===== src/verilog/lc3b_isa_pkg.sv =====
package lc3b_isa_pkg;

    typedef logic [15:0] word_t;
    typedef logic [2:0]  reg_idx_t;
    typedef logic [2:0]  nzp_t;            // n z p, msb first

    // opcode field [15:12], the executed subset only
    typedef enum logic [3:0]
    {
        op_br  = 4'b0000,
        op_add = 4'b0001,
        op_and = 4'b0101,
        op_ldr = 4'b0110,
        op_str = 4'b0111,
        op_not = 4'b1001
    } opcode_t;

    localparam int NUM_REGS = 8;
    localparam int IMM5_W = 5;
    localparam int OFFSET6_W = 6;
    localparam int OFFSET9_W = 9;

    localparam word_t PC_RESET = 16'h0000;
    localparam int INSTR_BYTES = 2;         // pc step

    localparam nzp_t CC_N = 3'b100;
    localparam nzp_t CC_Z = 3'b010;
    localparam nzp_t CC_P = 3'b001;

endpackage

===== src/verilog/lc3b_pipe_pkg.sv =====
package lc3b_pipe_pkg;

    // control word, travels with the instruction
    typedef struct packed
    {
        logic                  valid;
        lc3b_isa_pkg::opcode_t opcode;
        logic                  alu_imm;      // second alu operand is imm5
        logic                  load_regfile;
        logic                  load_cc;
        logic                  mem_read;
        logic                  mem_write;
        logic                  is_branch;
    } ctrl_t;

    typedef struct packed
    {
        ctrl_t                  ctrl;
        lc3b_isa_pkg::word_t    instr;
        lc3b_isa_pkg::word_t    pc_plus2;
        lc3b_isa_pkg::word_t    src_a_val;
        lc3b_isa_pkg::word_t    src_b_val;
        lc3b_isa_pkg::reg_idx_t src_a;
        lc3b_isa_pkg::reg_idx_t src_b;
        lc3b_isa_pkg::reg_idx_t dest;
        logic                   predicted_taken;
    } dec_exec_t;

    typedef struct packed
    {
        ctrl_t                  ctrl;
        lc3b_isa_pkg::word_t    alu_result;
        lc3b_isa_pkg::word_t    addr;        // data address or branch target
        lc3b_isa_pkg::word_t    store_data;
        lc3b_isa_pkg::reg_idx_t dest;
        lc3b_isa_pkg::nzp_t     nzp;
        lc3b_isa_pkg::word_t    pc_plus2;
        logic                   predicted_taken;
    } exec_mem_t;

    typedef struct packed
    {
        ctrl_t                  ctrl;
        lc3b_isa_pkg::word_t    result;
        lc3b_isa_pkg::reg_idx_t dest;
    } mem_wb_t;

    typedef struct packed
    {
        logic                read;
        logic                write;
        lc3b_isa_pkg::word_t addr;
        lc3b_isa_pkg::word_t wdata;
    } mem_req_t;

    typedef struct packed
    {
        logic                resp;           // one-cycle pulse
        lc3b_isa_pkg::word_t rdata;
    } mem_resp_t;

    typedef enum logic [1:0]
    {
        fwd_none = 2'd0,
        fwd_mem  = 2'd1,
        fwd_wb   = 2'd2
    } fwd_sel_t;

    localparam int PRED_ENTRIES = 32;
    localparam int PRED_IDX_W = 5;
    localparam logic [1:0] CTR_WEAK_NT = 2'b01;

endpackage


===== src/verilog/lc3b_pipeline.sv =====
`timescale 1ns/1ps

module lc3b_pipeline
(
    input  logic                     clk,
    input  logic                     rst_n,
    input  lc3b_pipe_pkg::mem_resp_t imem_resp,
    input  lc3b_pipe_pkg::mem_resp_t dmem_resp,
    output lc3b_pipe_pkg::mem_req_t  imem_req,
    output lc3b_pipe_pkg::mem_req_t  dmem_req
);

    logic                     advance;
    logic                     bubble;
    logic                     redirect;
    logic                     resolve;
    logic                     resolve_taken;
    logic                     predicted_taken;
    lc3b_isa_pkg::word_t      pc;
    lc3b_isa_pkg::word_t      instr;
    lc3b_isa_pkg::word_t      pc_plus2;
    lc3b_isa_pkg::word_t      redirect_pc;
    lc3b_isa_pkg::word_t      resolve_pc;
    lc3b_isa_pkg::word_t      mem_result;
    lc3b_isa_pkg::reg_idx_t   src_a;
    lc3b_isa_pkg::reg_idx_t   src_b;
    lc3b_pipe_pkg::fwd_sel_t  fwd_a;
    lc3b_pipe_pkg::fwd_sel_t  fwd_b;
    lc3b_pipe_pkg::dec_exec_t dec;
    lc3b_pipe_pkg::dec_exec_t exec_q;
    lc3b_pipe_pkg::exec_mem_t xm;
    lc3b_pipe_pkg::exec_mem_t mem_q;
    lc3b_pipe_pkg::mem_wb_t   mw;
    lc3b_pipe_pkg::mem_wb_t   wb_q;

    assign imem_req = '{read: 1'b1, write: 1'b0, addr: pc, wdata: '0};

    // whole pipe waits on whichever port is still busy
    assign advance = imem_resp.resp
                     && (dmem_resp.resp || !(dmem_req.read || dmem_req.write));

    fetch_unit fetch_i
    (
        .clk             (clk),
        .rst_n           (rst_n),
        .advance         (advance),
        .hold            (bubble),
        .redirect        (redirect),
        .redirect_pc     (redirect_pc),
        .resolve         (resolve),
        .resolve_pc      (resolve_pc),
        .resolve_taken   (resolve_taken),
        .imem_resp       (imem_resp),
        .pc              (pc),
        .instr           (instr),
        .pc_plus2        (pc_plus2),
        .predicted_taken (predicted_taken)
    );

    decode_unit decode_i
    (
        .clk             (clk),
        .rst_n           (rst_n),
        .instr           (instr),
        .pc_plus2        (pc_plus2),
        .predicted_taken (predicted_taken),
        .wb              (wb_q),
        .advance         (advance),
        .dec             (dec),
        .src_a           (src_a),
        .src_b           (src_b)
    );

    hazard_forward_unit hazard_i
    (
        .src_a  (src_a),
        .src_b  (src_b),
        .exec   (exec_q),
        .mem    (mem_q),
        .wb     (wb_q),
        .bubble (bubble),
        .fwd_a  (fwd_a),
        .fwd_b  (fwd_b)
    );

    stage_reg #(.payload_t(lc3b_pipe_pkg::dec_exec_t)) exec_reg_i
    (
        .clk     (clk),
        .rst_n   (rst_n),
        .advance (advance),
        .flush   (redirect),
        .bubble  (bubble),              // load-use slot
        .d       (dec),
        .q       (exec_q)
    );

    execute_unit execute_i
    (
        .exec       (exec_q),
        .fwd_a      (fwd_a),
        .fwd_b      (fwd_b),
        .mem_result (mem_result),
        .wb_result  (wb_q.result),
        .xm         (xm)
    );

    stage_reg #(.payload_t(lc3b_pipe_pkg::exec_mem_t)) mem_reg_i
    (
        .clk     (clk),
        .rst_n   (rst_n),
        .advance (advance),
        .flush   (redirect),
        .bubble  (1'b0),
        .d       (xm),
        .q       (mem_q)
    );

    memory_unit memory_i
    (
        .clk           (clk),
        .rst_n         (rst_n),
        .advance       (advance),
        .xm            (mem_q),
        .dmem_resp     (dmem_resp),
        .dmem_req      (dmem_req),
        .mw            (mw),
        .mem_result    (mem_result),
        .redirect      (redirect),
        .redirect_pc   (redirect_pc),
        .resolve       (resolve),
        .resolve_pc    (resolve_pc),
        .resolve_taken (resolve_taken)
    );

    // resolving branch itself retires, so writeback never flushes
    stage_reg #(.payload_t(lc3b_pipe_pkg::mem_wb_t)) wb_reg_i
    (
        .clk     (clk),
        .rst_n   (rst_n),
        .advance (advance),
        .flush   (1'b0),
        .bubble  (1'b0),
        .d       (mw),
        .q       (wb_q)
    );

endmodule


===== src/verilog/memory_unit.sv =====
`timescale 1ns/1ps

module memory_unit
(
    input  logic                     clk,
    input  logic                     rst_n,
    input  logic                     advance,
    input  lc3b_pipe_pkg::exec_mem_t xm,
    input  lc3b_pipe_pkg::mem_resp_t dmem_resp,
    output lc3b_pipe_pkg::mem_req_t  dmem_req,
    output lc3b_pipe_pkg::mem_wb_t   mw,
    output lc3b_isa_pkg::word_t      mem_result,
    output logic                     redirect,
    output lc3b_isa_pkg::word_t      redirect_pc,
    output logic                     resolve,
    output lc3b_isa_pkg::word_t      resolve_pc,
    output logic                     resolve_taken
);

    lc3b_isa_pkg::nzp_t  cc;
    lc3b_isa_pkg::nzp_t  new_cc;
    lc3b_isa_pkg::word_t result;
    logic                taken;

    assign dmem_req = '{read: xm.ctrl.mem_read, write: xm.ctrl.mem_write,
                        addr: xm.addr, wdata: xm.store_data};

    assign result = xm.ctrl.mem_read ? dmem_resp.rdata : xm.alu_result;
    assign mw = '{ctrl: xm.ctrl, result: result, dest: xm.dest};
    assign mem_result = xm.alu_result;          // forwarding source

    always_comb
    begin
        if (result[15])
            new_cc = lc3b_isa_pkg::CC_N;
        else if (result == '0)
            new_cc = lc3b_isa_pkg::CC_Z;
        else
            new_cc = lc3b_isa_pkg::CC_P;
    end

    always_ff @(posedge clk or negedge rst_n)
    begin
        if (!rst_n)
            cc <= lc3b_isa_pkg::CC_Z;
        else if (advance && xm.ctrl.load_cc)
            cc <= new_cc;
    end

    assign taken = |(xm.nzp & cc);
    assign resolve = xm.ctrl.valid && xm.ctrl.is_branch;
    assign resolve_taken = taken;
    assign resolve_pc = xm.pc_plus2 - lc3b_isa_pkg::word_t'(lc3b_isa_pkg::INSTR_BYTES);
    assign redirect = resolve && (taken != xm.predicted_taken);
    assign redirect_pc = taken ? xm.addr : xm.pc_plus2;

    rw_excl: assert property (@(posedge clk) disable iff (!rst_n)
        !(dmem_req.read && dmem_req.write));

    // pipeline holds the request until the port answers
    req_stable: assert property (@(posedge clk) disable iff (!rst_n)
        (dmem_req.read || dmem_req.write) && !dmem_resp.resp |=> $stable(dmem_req));

endmodule


===== src/verilog/execute_unit.sv =====
`timescale 1ns/1ps

module execute_unit
(
    input  lc3b_pipe_pkg::dec_exec_t exec,
    input  lc3b_pipe_pkg::fwd_sel_t  fwd_a,
    input  lc3b_pipe_pkg::fwd_sel_t  fwd_b,
    input  lc3b_isa_pkg::word_t      mem_result,
    input  lc3b_isa_pkg::word_t      wb_result,
    output lc3b_pipe_pkg::exec_mem_t xm
);

    lc3b_isa_pkg::word_t op_a;
    lc3b_isa_pkg::word_t op_b;
    lc3b_isa_pkg::word_t imm5;
    lc3b_isa_pkg::word_t off6;
    lc3b_isa_pkg::word_t off9;
    lc3b_isa_pkg::word_t alu_b;
    lc3b_isa_pkg::word_t alu_out;
    lc3b_isa_pkg::word_t addr_sum;

    always_comb
    begin
        case (fwd_a)
            lc3b_pipe_pkg::fwd_mem: op_a = mem_result;
            lc3b_pipe_pkg::fwd_wb:  op_a = wb_result;
            default:                op_a = exec.src_a_val;
        endcase
        case (fwd_b)
            lc3b_pipe_pkg::fwd_mem: op_b = mem_result;
            lc3b_pipe_pkg::fwd_wb:  op_b = wb_result;
            default:                op_b = exec.src_b_val;
        endcase
    end

    assign imm5 = lc3b_isa_pkg::word_t'(signed'(exec.instr[lc3b_isa_pkg::IMM5_W-1:0]));
    assign off6 = lc3b_isa_pkg::word_t'(signed'(exec.instr[lc3b_isa_pkg::OFFSET6_W-1:0])) << 1;
    assign off9 = lc3b_isa_pkg::word_t'(signed'(exec.instr[lc3b_isa_pkg::OFFSET9_W-1:0])) << 1;
    assign alu_b = exec.ctrl.alu_imm ? imm5 : op_b;

    always_comb
    begin
        case (exec.ctrl.opcode)
            lc3b_isa_pkg::op_and: alu_out = op_a & alu_b;
            lc3b_isa_pkg::op_not: alu_out = ~op_a;
            default:              alu_out = op_a + alu_b;
        endcase
    end

    // shared adder for data address and branch target
    assign addr_sum = exec.ctrl.is_branch ? exec.pc_plus2 + off9 : op_a + off6;

    assign xm = '{ctrl: exec.ctrl, alu_result: alu_out, addr: addr_sum,
                  store_data: op_b, dest: exec.dest, nzp: exec.instr[11:9],
                  pc_plus2: exec.pc_plus2, predicted_taken: exec.predicted_taken};

endmodule


===== src/verilog/hazard_forward_unit.sv =====
`timescale 1ns/1ps

module hazard_forward_unit
(
    input  lc3b_isa_pkg::reg_idx_t   src_a,
    input  lc3b_isa_pkg::reg_idx_t   src_b,
    input  lc3b_pipe_pkg::dec_exec_t exec,
    input  lc3b_pipe_pkg::exec_mem_t mem,
    input  lc3b_pipe_pkg::mem_wb_t   wb,
    output logic                     bubble,
    output lc3b_pipe_pkg::fwd_sel_t  fwd_a,
    output lc3b_pipe_pkg::fwd_sel_t  fwd_b
);

    logic mem_hit;
    logic wb_hit;

    // load data only exists from writeback on
    assign mem_hit = mem.ctrl.load_regfile && !mem.ctrl.mem_read;
    assign wb_hit = wb.ctrl.load_regfile;

    assign bubble = exec.ctrl.valid && exec.ctrl.mem_read
                    && (exec.dest == src_a || exec.dest == src_b);

    always_comb
    begin
        fwd_a = lc3b_pipe_pkg::fwd_none;
        if (mem_hit && mem.dest == exec.src_a)
            fwd_a = lc3b_pipe_pkg::fwd_mem;     // youngest result wins
        else if (wb_hit && wb.dest == exec.src_a)
            fwd_a = lc3b_pipe_pkg::fwd_wb;

        fwd_b = lc3b_pipe_pkg::fwd_none;
        if (mem_hit && mem.dest == exec.src_b)
            fwd_b = lc3b_pipe_pkg::fwd_mem;
        else if (wb_hit && wb.dest == exec.src_b)
            fwd_b = lc3b_pipe_pkg::fwd_wb;
    end

endmodule


===== src/verilog/decode_unit.sv =====
`timescale 1ns/1ps

module decode_unit
(
    input  logic                      clk,
    input  logic                      rst_n,
    input  lc3b_isa_pkg::word_t       instr,
    input  lc3b_isa_pkg::word_t       pc_plus2,
    input  logic                      predicted_taken,
    input  lc3b_pipe_pkg::mem_wb_t    wb,
    input  logic                      advance,
    output lc3b_pipe_pkg::dec_exec_t  dec,
    output lc3b_isa_pkg::reg_idx_t    src_a,
    output lc3b_isa_pkg::reg_idx_t    src_b
);

    lc3b_isa_pkg::opcode_t opcode;
    lc3b_pipe_pkg::ctrl_t  ctrl;
    lc3b_isa_pkg::word_t   rdata_a;
    lc3b_isa_pkg::word_t   rdata_b;

    assign opcode = lc3b_isa_pkg::opcode_t'(instr[15:12]);
    assign src_a = instr[8:6];
    assign src_b = (opcode == lc3b_isa_pkg::op_str) ? instr[11:9] : instr[2:0];   // store data

    always_comb
    begin
        ctrl = '0;
        ctrl.opcode = opcode;
        ctrl.valid = (instr != '0);
        case (opcode)
            lc3b_isa_pkg::op_add, lc3b_isa_pkg::op_and:
            begin
                ctrl.alu_imm = instr[5];
                ctrl.load_regfile = ctrl.valid;
                ctrl.load_cc = ctrl.valid;
            end
            lc3b_isa_pkg::op_not:
            begin
                ctrl.load_regfile = 1'b1;
                ctrl.load_cc = 1'b1;
            end
            lc3b_isa_pkg::op_ldr:
            begin
                ctrl.load_regfile = 1'b1;
                ctrl.load_cc = 1'b1;
                ctrl.mem_read = 1'b1;
            end
            lc3b_isa_pkg::op_str: ctrl.mem_write = 1'b1;
            lc3b_isa_pkg::op_br:  ctrl.is_branch = 1'b1;
            default:              ctrl.valid = 1'b0;    // outside the subset
        endcase
    end

    regfile regfile_i
    (
        .clk     (clk),
        .rst_n   (rst_n),
        .we      (advance && wb.ctrl.load_regfile),
        .waddr   (wb.dest),
        .wdata   (wb.result),
        .raddr_a (src_a),
        .raddr_b (src_b),
        .rdata_a (rdata_a),
        .rdata_b (rdata_b)
    );

    assign dec = '{ctrl: ctrl, instr: instr, pc_plus2: pc_plus2,
                   src_a_val: rdata_a, src_b_val: rdata_b,
                   src_a: src_a, src_b: src_b, dest: instr[11:9],
                   predicted_taken: predicted_taken};

endmodule


===== src/verilog/regfile.sv =====
`timescale 1ns/1ps

module regfile
(
    input  logic                   clk,
    input  logic                   rst_n,
    input  logic                   we,
    input  lc3b_isa_pkg::reg_idx_t waddr,
    input  lc3b_isa_pkg::word_t    wdata,
    input  lc3b_isa_pkg::reg_idx_t raddr_a,
    input  lc3b_isa_pkg::reg_idx_t raddr_b,
    output lc3b_isa_pkg::word_t    rdata_a,
    output lc3b_isa_pkg::word_t    rdata_b
);

    lc3b_isa_pkg::word_t regs [lc3b_isa_pkg::NUM_REGS];

    always_ff @(posedge clk or negedge rst_n)
    begin
        if (!rst_n)
        begin
            for (int i = 0; i < lc3b_isa_pkg::NUM_REGS; i++)
                regs[i] <= '0;
        end
        else if (we)
            regs[waddr] <= wdata;
    end

    // same-cycle write is visible to decode
    assign rdata_a = (we && waddr == raddr_a) ? wdata : regs[raddr_a];
    assign rdata_b = (we && waddr == raddr_b) ? wdata : regs[raddr_b];

endmodule


===== src/verilog/fetch_unit.sv =====
`timescale 1ns/1ps

module fetch_unit
(
    input  logic                     clk,
    input  logic                     rst_n,
    input  logic                     advance,
    input  logic                     hold,          // load-use bubble
    input  logic                     redirect,
    input  lc3b_isa_pkg::word_t      redirect_pc,
    input  logic                     resolve,
    input  lc3b_isa_pkg::word_t      resolve_pc,
    input  logic                     resolve_taken,
    input  lc3b_pipe_pkg::mem_resp_t imem_resp,
    output lc3b_isa_pkg::word_t      pc,
    output lc3b_isa_pkg::word_t      instr,
    output lc3b_isa_pkg::word_t      pc_plus2,
    output logic                     predicted_taken
);

    logic [1:0]                           ctr_table [lc3b_pipe_pkg::PRED_ENTRIES];
    logic [lc3b_pipe_pkg::PRED_IDX_W-1:0] fetch_idx;
    logic [lc3b_pipe_pkg::PRED_IDX_W-1:0] upd_idx;
    logic [1:0]                           upd_ctr;
    lc3b_isa_pkg::word_t                  seq_pc;
    lc3b_isa_pkg::word_t                  br_offset;
    lc3b_isa_pkg::word_t                  br_target;
    logic                                 predict;

    assign fetch_idx = pc[lc3b_pipe_pkg::PRED_IDX_W:1];
    assign upd_idx = resolve_pc[lc3b_pipe_pkg::PRED_IDX_W:1];
    assign seq_pc = pc + lc3b_isa_pkg::word_t'(lc3b_isa_pkg::INSTR_BYTES);
    assign br_offset =
        lc3b_isa_pkg::word_t'(signed'(imem_resp.rdata[lc3b_isa_pkg::OFFSET9_W-1:0])) << 1;
    assign br_target = seq_pc + br_offset;
    assign predict = (imem_resp.rdata[15:12] == lc3b_isa_pkg::op_br) && ctr_table[fetch_idx][1];

    // saturating two-bit update
    always_comb
    begin
        upd_ctr = ctr_table[upd_idx];
        if (resolve_taken && upd_ctr != 2'b11)
            upd_ctr = upd_ctr + 2'd1;
        else if (!resolve_taken && upd_ctr != 2'b00)
            upd_ctr = upd_ctr - 2'd1;
    end

    always_ff @(posedge clk or negedge rst_n)
    begin
        if (!rst_n)
        begin
            for (int i = 0; i < lc3b_pipe_pkg::PRED_ENTRIES; i++)
                ctr_table[i] <= lc3b_pipe_pkg::CTR_WEAK_NT;
        end
        else if (advance && resolve)
            ctr_table[upd_idx] <= upd_ctr;
    end

    // pc and the fetch-to-decode latch
    always_ff @(posedge clk or negedge rst_n)
    begin
        if (!rst_n)
        begin
            pc <= lc3b_isa_pkg::PC_RESET;
            instr <= '0;
            pc_plus2 <= '0;
            predicted_taken <= 1'b0;
        end
        else if (advance)
        begin
            if (redirect)
            begin
                pc <= redirect_pc;
                instr <= '0;                // zero word decodes as a nop
                pc_plus2 <= '0;
                predicted_taken <= 1'b0;
            end
            else if (!hold)
            begin
                pc <= predict ? br_target : seq_pc;
                instr <= imem_resp.rdata;
                pc_plus2 <= seq_pc;
                predicted_taken <= predict;
            end
        end
    end

    pc_even: assert property (@(posedge clk) disable iff (!rst_n) pc[0] == 1'b0);

endmodule


===== src/verilog/stage_reg.sv =====
`timescale 1ns/1ps

module stage_reg
#(
    parameter type payload_t = logic
)
(
    input  logic     clk,
    input  logic     rst_n,
    input  logic     advance,
    input  logic     flush,
    input  logic     bubble,
    input  payload_t d,
    output payload_t q
);

    always_ff @(posedge clk or negedge rst_n)
    begin
        if (!rst_n)
            q <= '0;
        else if (advance)
        begin
            if (flush || bubble)
                q <= '0;                    // all-zero payload is invalid
            else
                q <= d;
        end
    end

    // redirect from memory stage must survive a port stall
    flush_kept: assert property (@(posedge clk) disable iff (!rst_n)
        flush && !advance |=> flush);

endmodule


===== config.mk =====
export PLATFORM = sky130hd
export DESIGN_NAME = lc3b_pipeline
export DESIGN_NICKNAME = d
export VERILOG_FILES = /design/src/verilog/lc3b_isa_pkg.sv /design/src/verilog/lc3b_pipe_pkg.sv /design/src/verilog/lc3b_pipeline.sv /design/src/verilog/memory_unit.sv /design/src/verilog/execute_unit.sv /design/src/verilog/hazard_forward_unit.sv /design/src/verilog/decode_unit.sv /design/src/verilog/regfile.sv /design/src/verilog/fetch_unit.sv /design/src/verilog/stage_reg.sv
export SDC_FILE = /design/constraint.sdc
export NUM_CORES = 1
export LEC_CHECK = 0
export ABC_AREA = 1
export BUFFER_PORTS_ARGS = -buffer_cell sky130_fd_sc_hd__buf_2
export CORE_AREA = 3 3 209 313
export CTS_BUF_LIST = sky130_fd_sc_hd__clkbuf_16
export CTS_CLUSTER_DIAMETER = 80
export CTS_CLUSTER_SIZE = 14
export DETAILED_ROUTE_END_ITERATION = 10
export DIE_AREA = 0 0 212 316
export PLACE_DENSITY_LB_ADDON = 0.3
export SYNTH_ARGS = -nofsm -noshare
export SYNTH_HDL_FRONTEND = slang
export SYNTH_SLANG_ARGS = --single-unit

===== constraint.sdc =====
create_clock -name clk -period 3.4 [get_ports clk]
set_input_delay 0.68 -clock clk [delete_from_list [all_inputs] [get_ports clk]]
set_output_delay 0.68 -clock clk [all_outputs]
set_load 0.02 [all_outputs]

==> flow_summary.toml <==
[status]
outcome = "finished, final reports clean"

[timing]
worst_slack_ps = 148
finClkSkew_ps = 34.3
relSlewSlack_pct = 35.9
rsz0062_at_grt = "true"
fmax_ghz = 0.308
finalHoldViolCount = 0
setup_violations = 0
min_period_ps = 3250
tightestPinTransition_ps = 956
slew_violations = 0
fin_crit_sh_pct = 95.6

[detailed_routing]
vias_per_cell = 5.43
first_iter_violations = 1915
wire_per_inst_microns = 19.5
wl_microns = 85700
vias = 23900
ant_nets = 0
post-route-drc-count = 0
first_pass_iters = 6

[global_route]
grt_overflow = 0
grt_pass1_wl_microns = 133000
track_usage_pct = 25.4
grt_max_degree = 71
grt_pass1_vias = 23400
antenna_found_initial = 1

[yosys]
synth_cell_types = 51
yosys_warnings = 0
netlist.area_leader.share_pct = 37.8
netlist_area_sq_um = 25000
synthFlopType = "dfrtp_1"
ys_seq_area_share_pct = 41.3
async_flop_share_pct = 100
synth_common_cells = "1104 x nand2_1, 451 x o21ai_0, 383 x nand3_1, 378 x dfrtp_1, 284 x inv_1"
synth_most_common_cell = "nand2_1"
syn_avg_cell_area_sq_um = 7.07
netlist_top_cells_area = "dfrtp_1 38%, nand2_1 17%, o21ai_0 9.0%"
synth_seq_cells = 411
yosysTopAreaCell = "dfrtp_1"
syn_inst = 3535
synth_edf_count = 0

[die]
design.core.area_sq_um = 63200
std_cell_rows = 113
die_h_microns = 316
start_util_pct = 39.6
die_width_microns = 212
ioPinCount = 104
dieArea_sq_um = 67000

[place]
gp_congestion = 0.958
place_hpwl_microns = 60900
placed_cells = 4331
port_buffers = 85
post-place-ws_ps = -122

[worst_setup_path]
critPathCaptureType = "flip-flop"
critPathKind = "reg -> reg"
path_max_fanout = 8
critPathLaunchType = "flip-flop"
worstPathArrival_ps = 3720
worstPathRequired_ps = 3870

[cts]
holdBufCountCts = 0
cts_max_level = 2
numCtsBuffers = 36
tritoncts = "yes"
ctsLongestPathBuffers = 3
clk_pin_slew_ps = 70
clkLatencyLatePin_ps = 590
clockRootBuffer = "clkbuf_16"
clock_sinks = 411

[power]
cellLeakagePower_nw = 13.5
power_density_nw_per_um2 = 980
swShare_pct = 49.6
p_int_mw = 13.8
p_seq_share_pct = 30.3
pwr-share-clk_pct = 14.6
peakVddDrop_v = 0.000684
power_mw = 27.3
p_sw_mw = 13.5
combPwrFrac_pct = 55.2

[hold_path]
hold_path.class = "in -> async"

[final_layout]
drive_gt1_share_pct = 10.7
finalNonFillerCells = 4397
seqCellArea_sq_um = 10300
syn_to_final_growth_pct = 11.4
num-nets-final = 3679
fillers = 6547
multi_input_area_sq_um = 12800
postLayoutCoreUtil_pct = 44.1

[run]
maxCapViolations = 0
==> sequential cells by signal (all words and copies together) (netlist names), 3 cells and up <==
signal,count
decode_i.regfile_i.regs,128
exec_reg_i.q,74
mem_reg_i.q,73
fetch_i.ctr_table,64
wb_reg_i.q,20
fetch_i.instr,16
fetch_i.pc,16
fetch_i.pc_plus2,16
memory_i.cc,3
==> cells in the final DEF, fill, tap and decap left out, types with 36 or more instances in the layout <==
cell type     n
clkbuf_16    36
ha_1         62
inv_1       294
nand2_1    1095
o22ai_1      47
dfrtp_1     375
nand3_1     374
o21ai_0     438
a21oi_1      78
nor2_1      236
buf_2        84
buf_4       124
==> layout make-up <==
class                   instances  share of cell area, %
multi-input cells            2613                   45.9
flip-flops and latches        411                   37.1
repair buffers                222                   5.73
inverters                     289                   3.91
well taps                     805                   3.62
clock buffers                  36                   3.23
clock inverters                20                  0.557
diodes                          1                0.00898
==> through the flow <==
| step | instance area (sq um) | setup TNS (ps) | hold slack [ps] |
|---|---|---|---|
| CTS | 27500 | 0 | 105 |
| global route | 27900 | -142 | 112 |
| floorplan | 25100 | 0 | 384 |
| finish | 27900 | 0 | 82.3 |
| detailed placement | 26400 | -529 | 459 |
| global placement | 26400 | -83.9 | 456 |
==> layer usage <==
| metal | global-route usage, % | vias up | part of all wire, % |
|---|---|---|---|
| met4 | 13.5 | 0 | 5.9 |
| met3 | 2.68 | 233 | 4.5 |
| met1 | 30.2 | 11300 | 39 |
| met2 | 44.9 | 746 | 50 |
| li1 | - | 11600 | - |
| met5 | 0 | - | 0 |
==> worst paths after layout <==
check | from | end | slack (ps) | depth (start not counted)
worst max-delay path | exec_reg_i.q[5]$_DFFE_PN0P_ | mem_reg_i.q[65]$_DFFE_PN0P_ | 150 | 20
worst min-delay path | rst_n | mem_reg_i.q[65]$_DFFE_PN0P_ | 80 | 1
max in group asynchronous | rst_n | fetch_i.ctr_table[52]$_DFFE_PN1P_ | 2400 | 2
worst min register to register | fetch_i.pc_plus2[7]$_DFFE_PN0P_ | fetch_i.pc_plus2[7]$_DFFE_PN0P_ | 470 | 2
worst max register to register | exec_reg_i.q[5]$_DFFE_PN0P_ | mem_reg_i.q[65]$_DFFE_PN0P_ | 150 | 20
min in group clk | imem_resp[5] | fetch_i.instr[5]$_DFFE_PN0P_ | 320 | 3
==> critical path, cell delays in order (launching register included) <==
cell and delay (ps):
dfrtp_1 410, xor2_1 160, nor4_2 320, buf_4 170
nor2b_2 150, buf_6 160, buf_4 140, nand2_1 60
nand3_2 80, o21ai_0 80, ha_1 370, inv_1 80
o21ai_0 200, nand2_1 120, nand2_1 80, nand2_1 70
nand3_1 140, xnor2_1 130, a21oi_1 80, nand2_1 90
nand2_1 50
==> power by group through the flow <==
stage	registers [mW]	clock network, mW	logic (mW)
floorplan	7.74	0	9.79
global placement	8.28	0	14.3
detailed placement	8.30	0	14.4
CTS	8.23	4.07	14.5
global route	8.46	4.25	16.7
finish	8.27	3.97	15.1
==> what timing repair did <==
| item | 4_1_cts | 5_1_grt |
|---|---|---|
| pin swaps | 1 | 14 |
| resized for setup | 7 | 79 |
| setup buffers | 2 | 7 |
| endpoints found under the setup margin | 35 | 88 |
==> kinds of logic after synthesis <==
family          after synthesis  synth area share, %
other cells                   2               0.0300
compound gates              674                 14.6
xor+xnor                     50                 1.75
simple gates               1801                 29.6
flops                       411                 41.3
buf+inv                     527                 9.09
fa+ha+maj                    70                 3.62
Power figures use the tool's default switching activity.
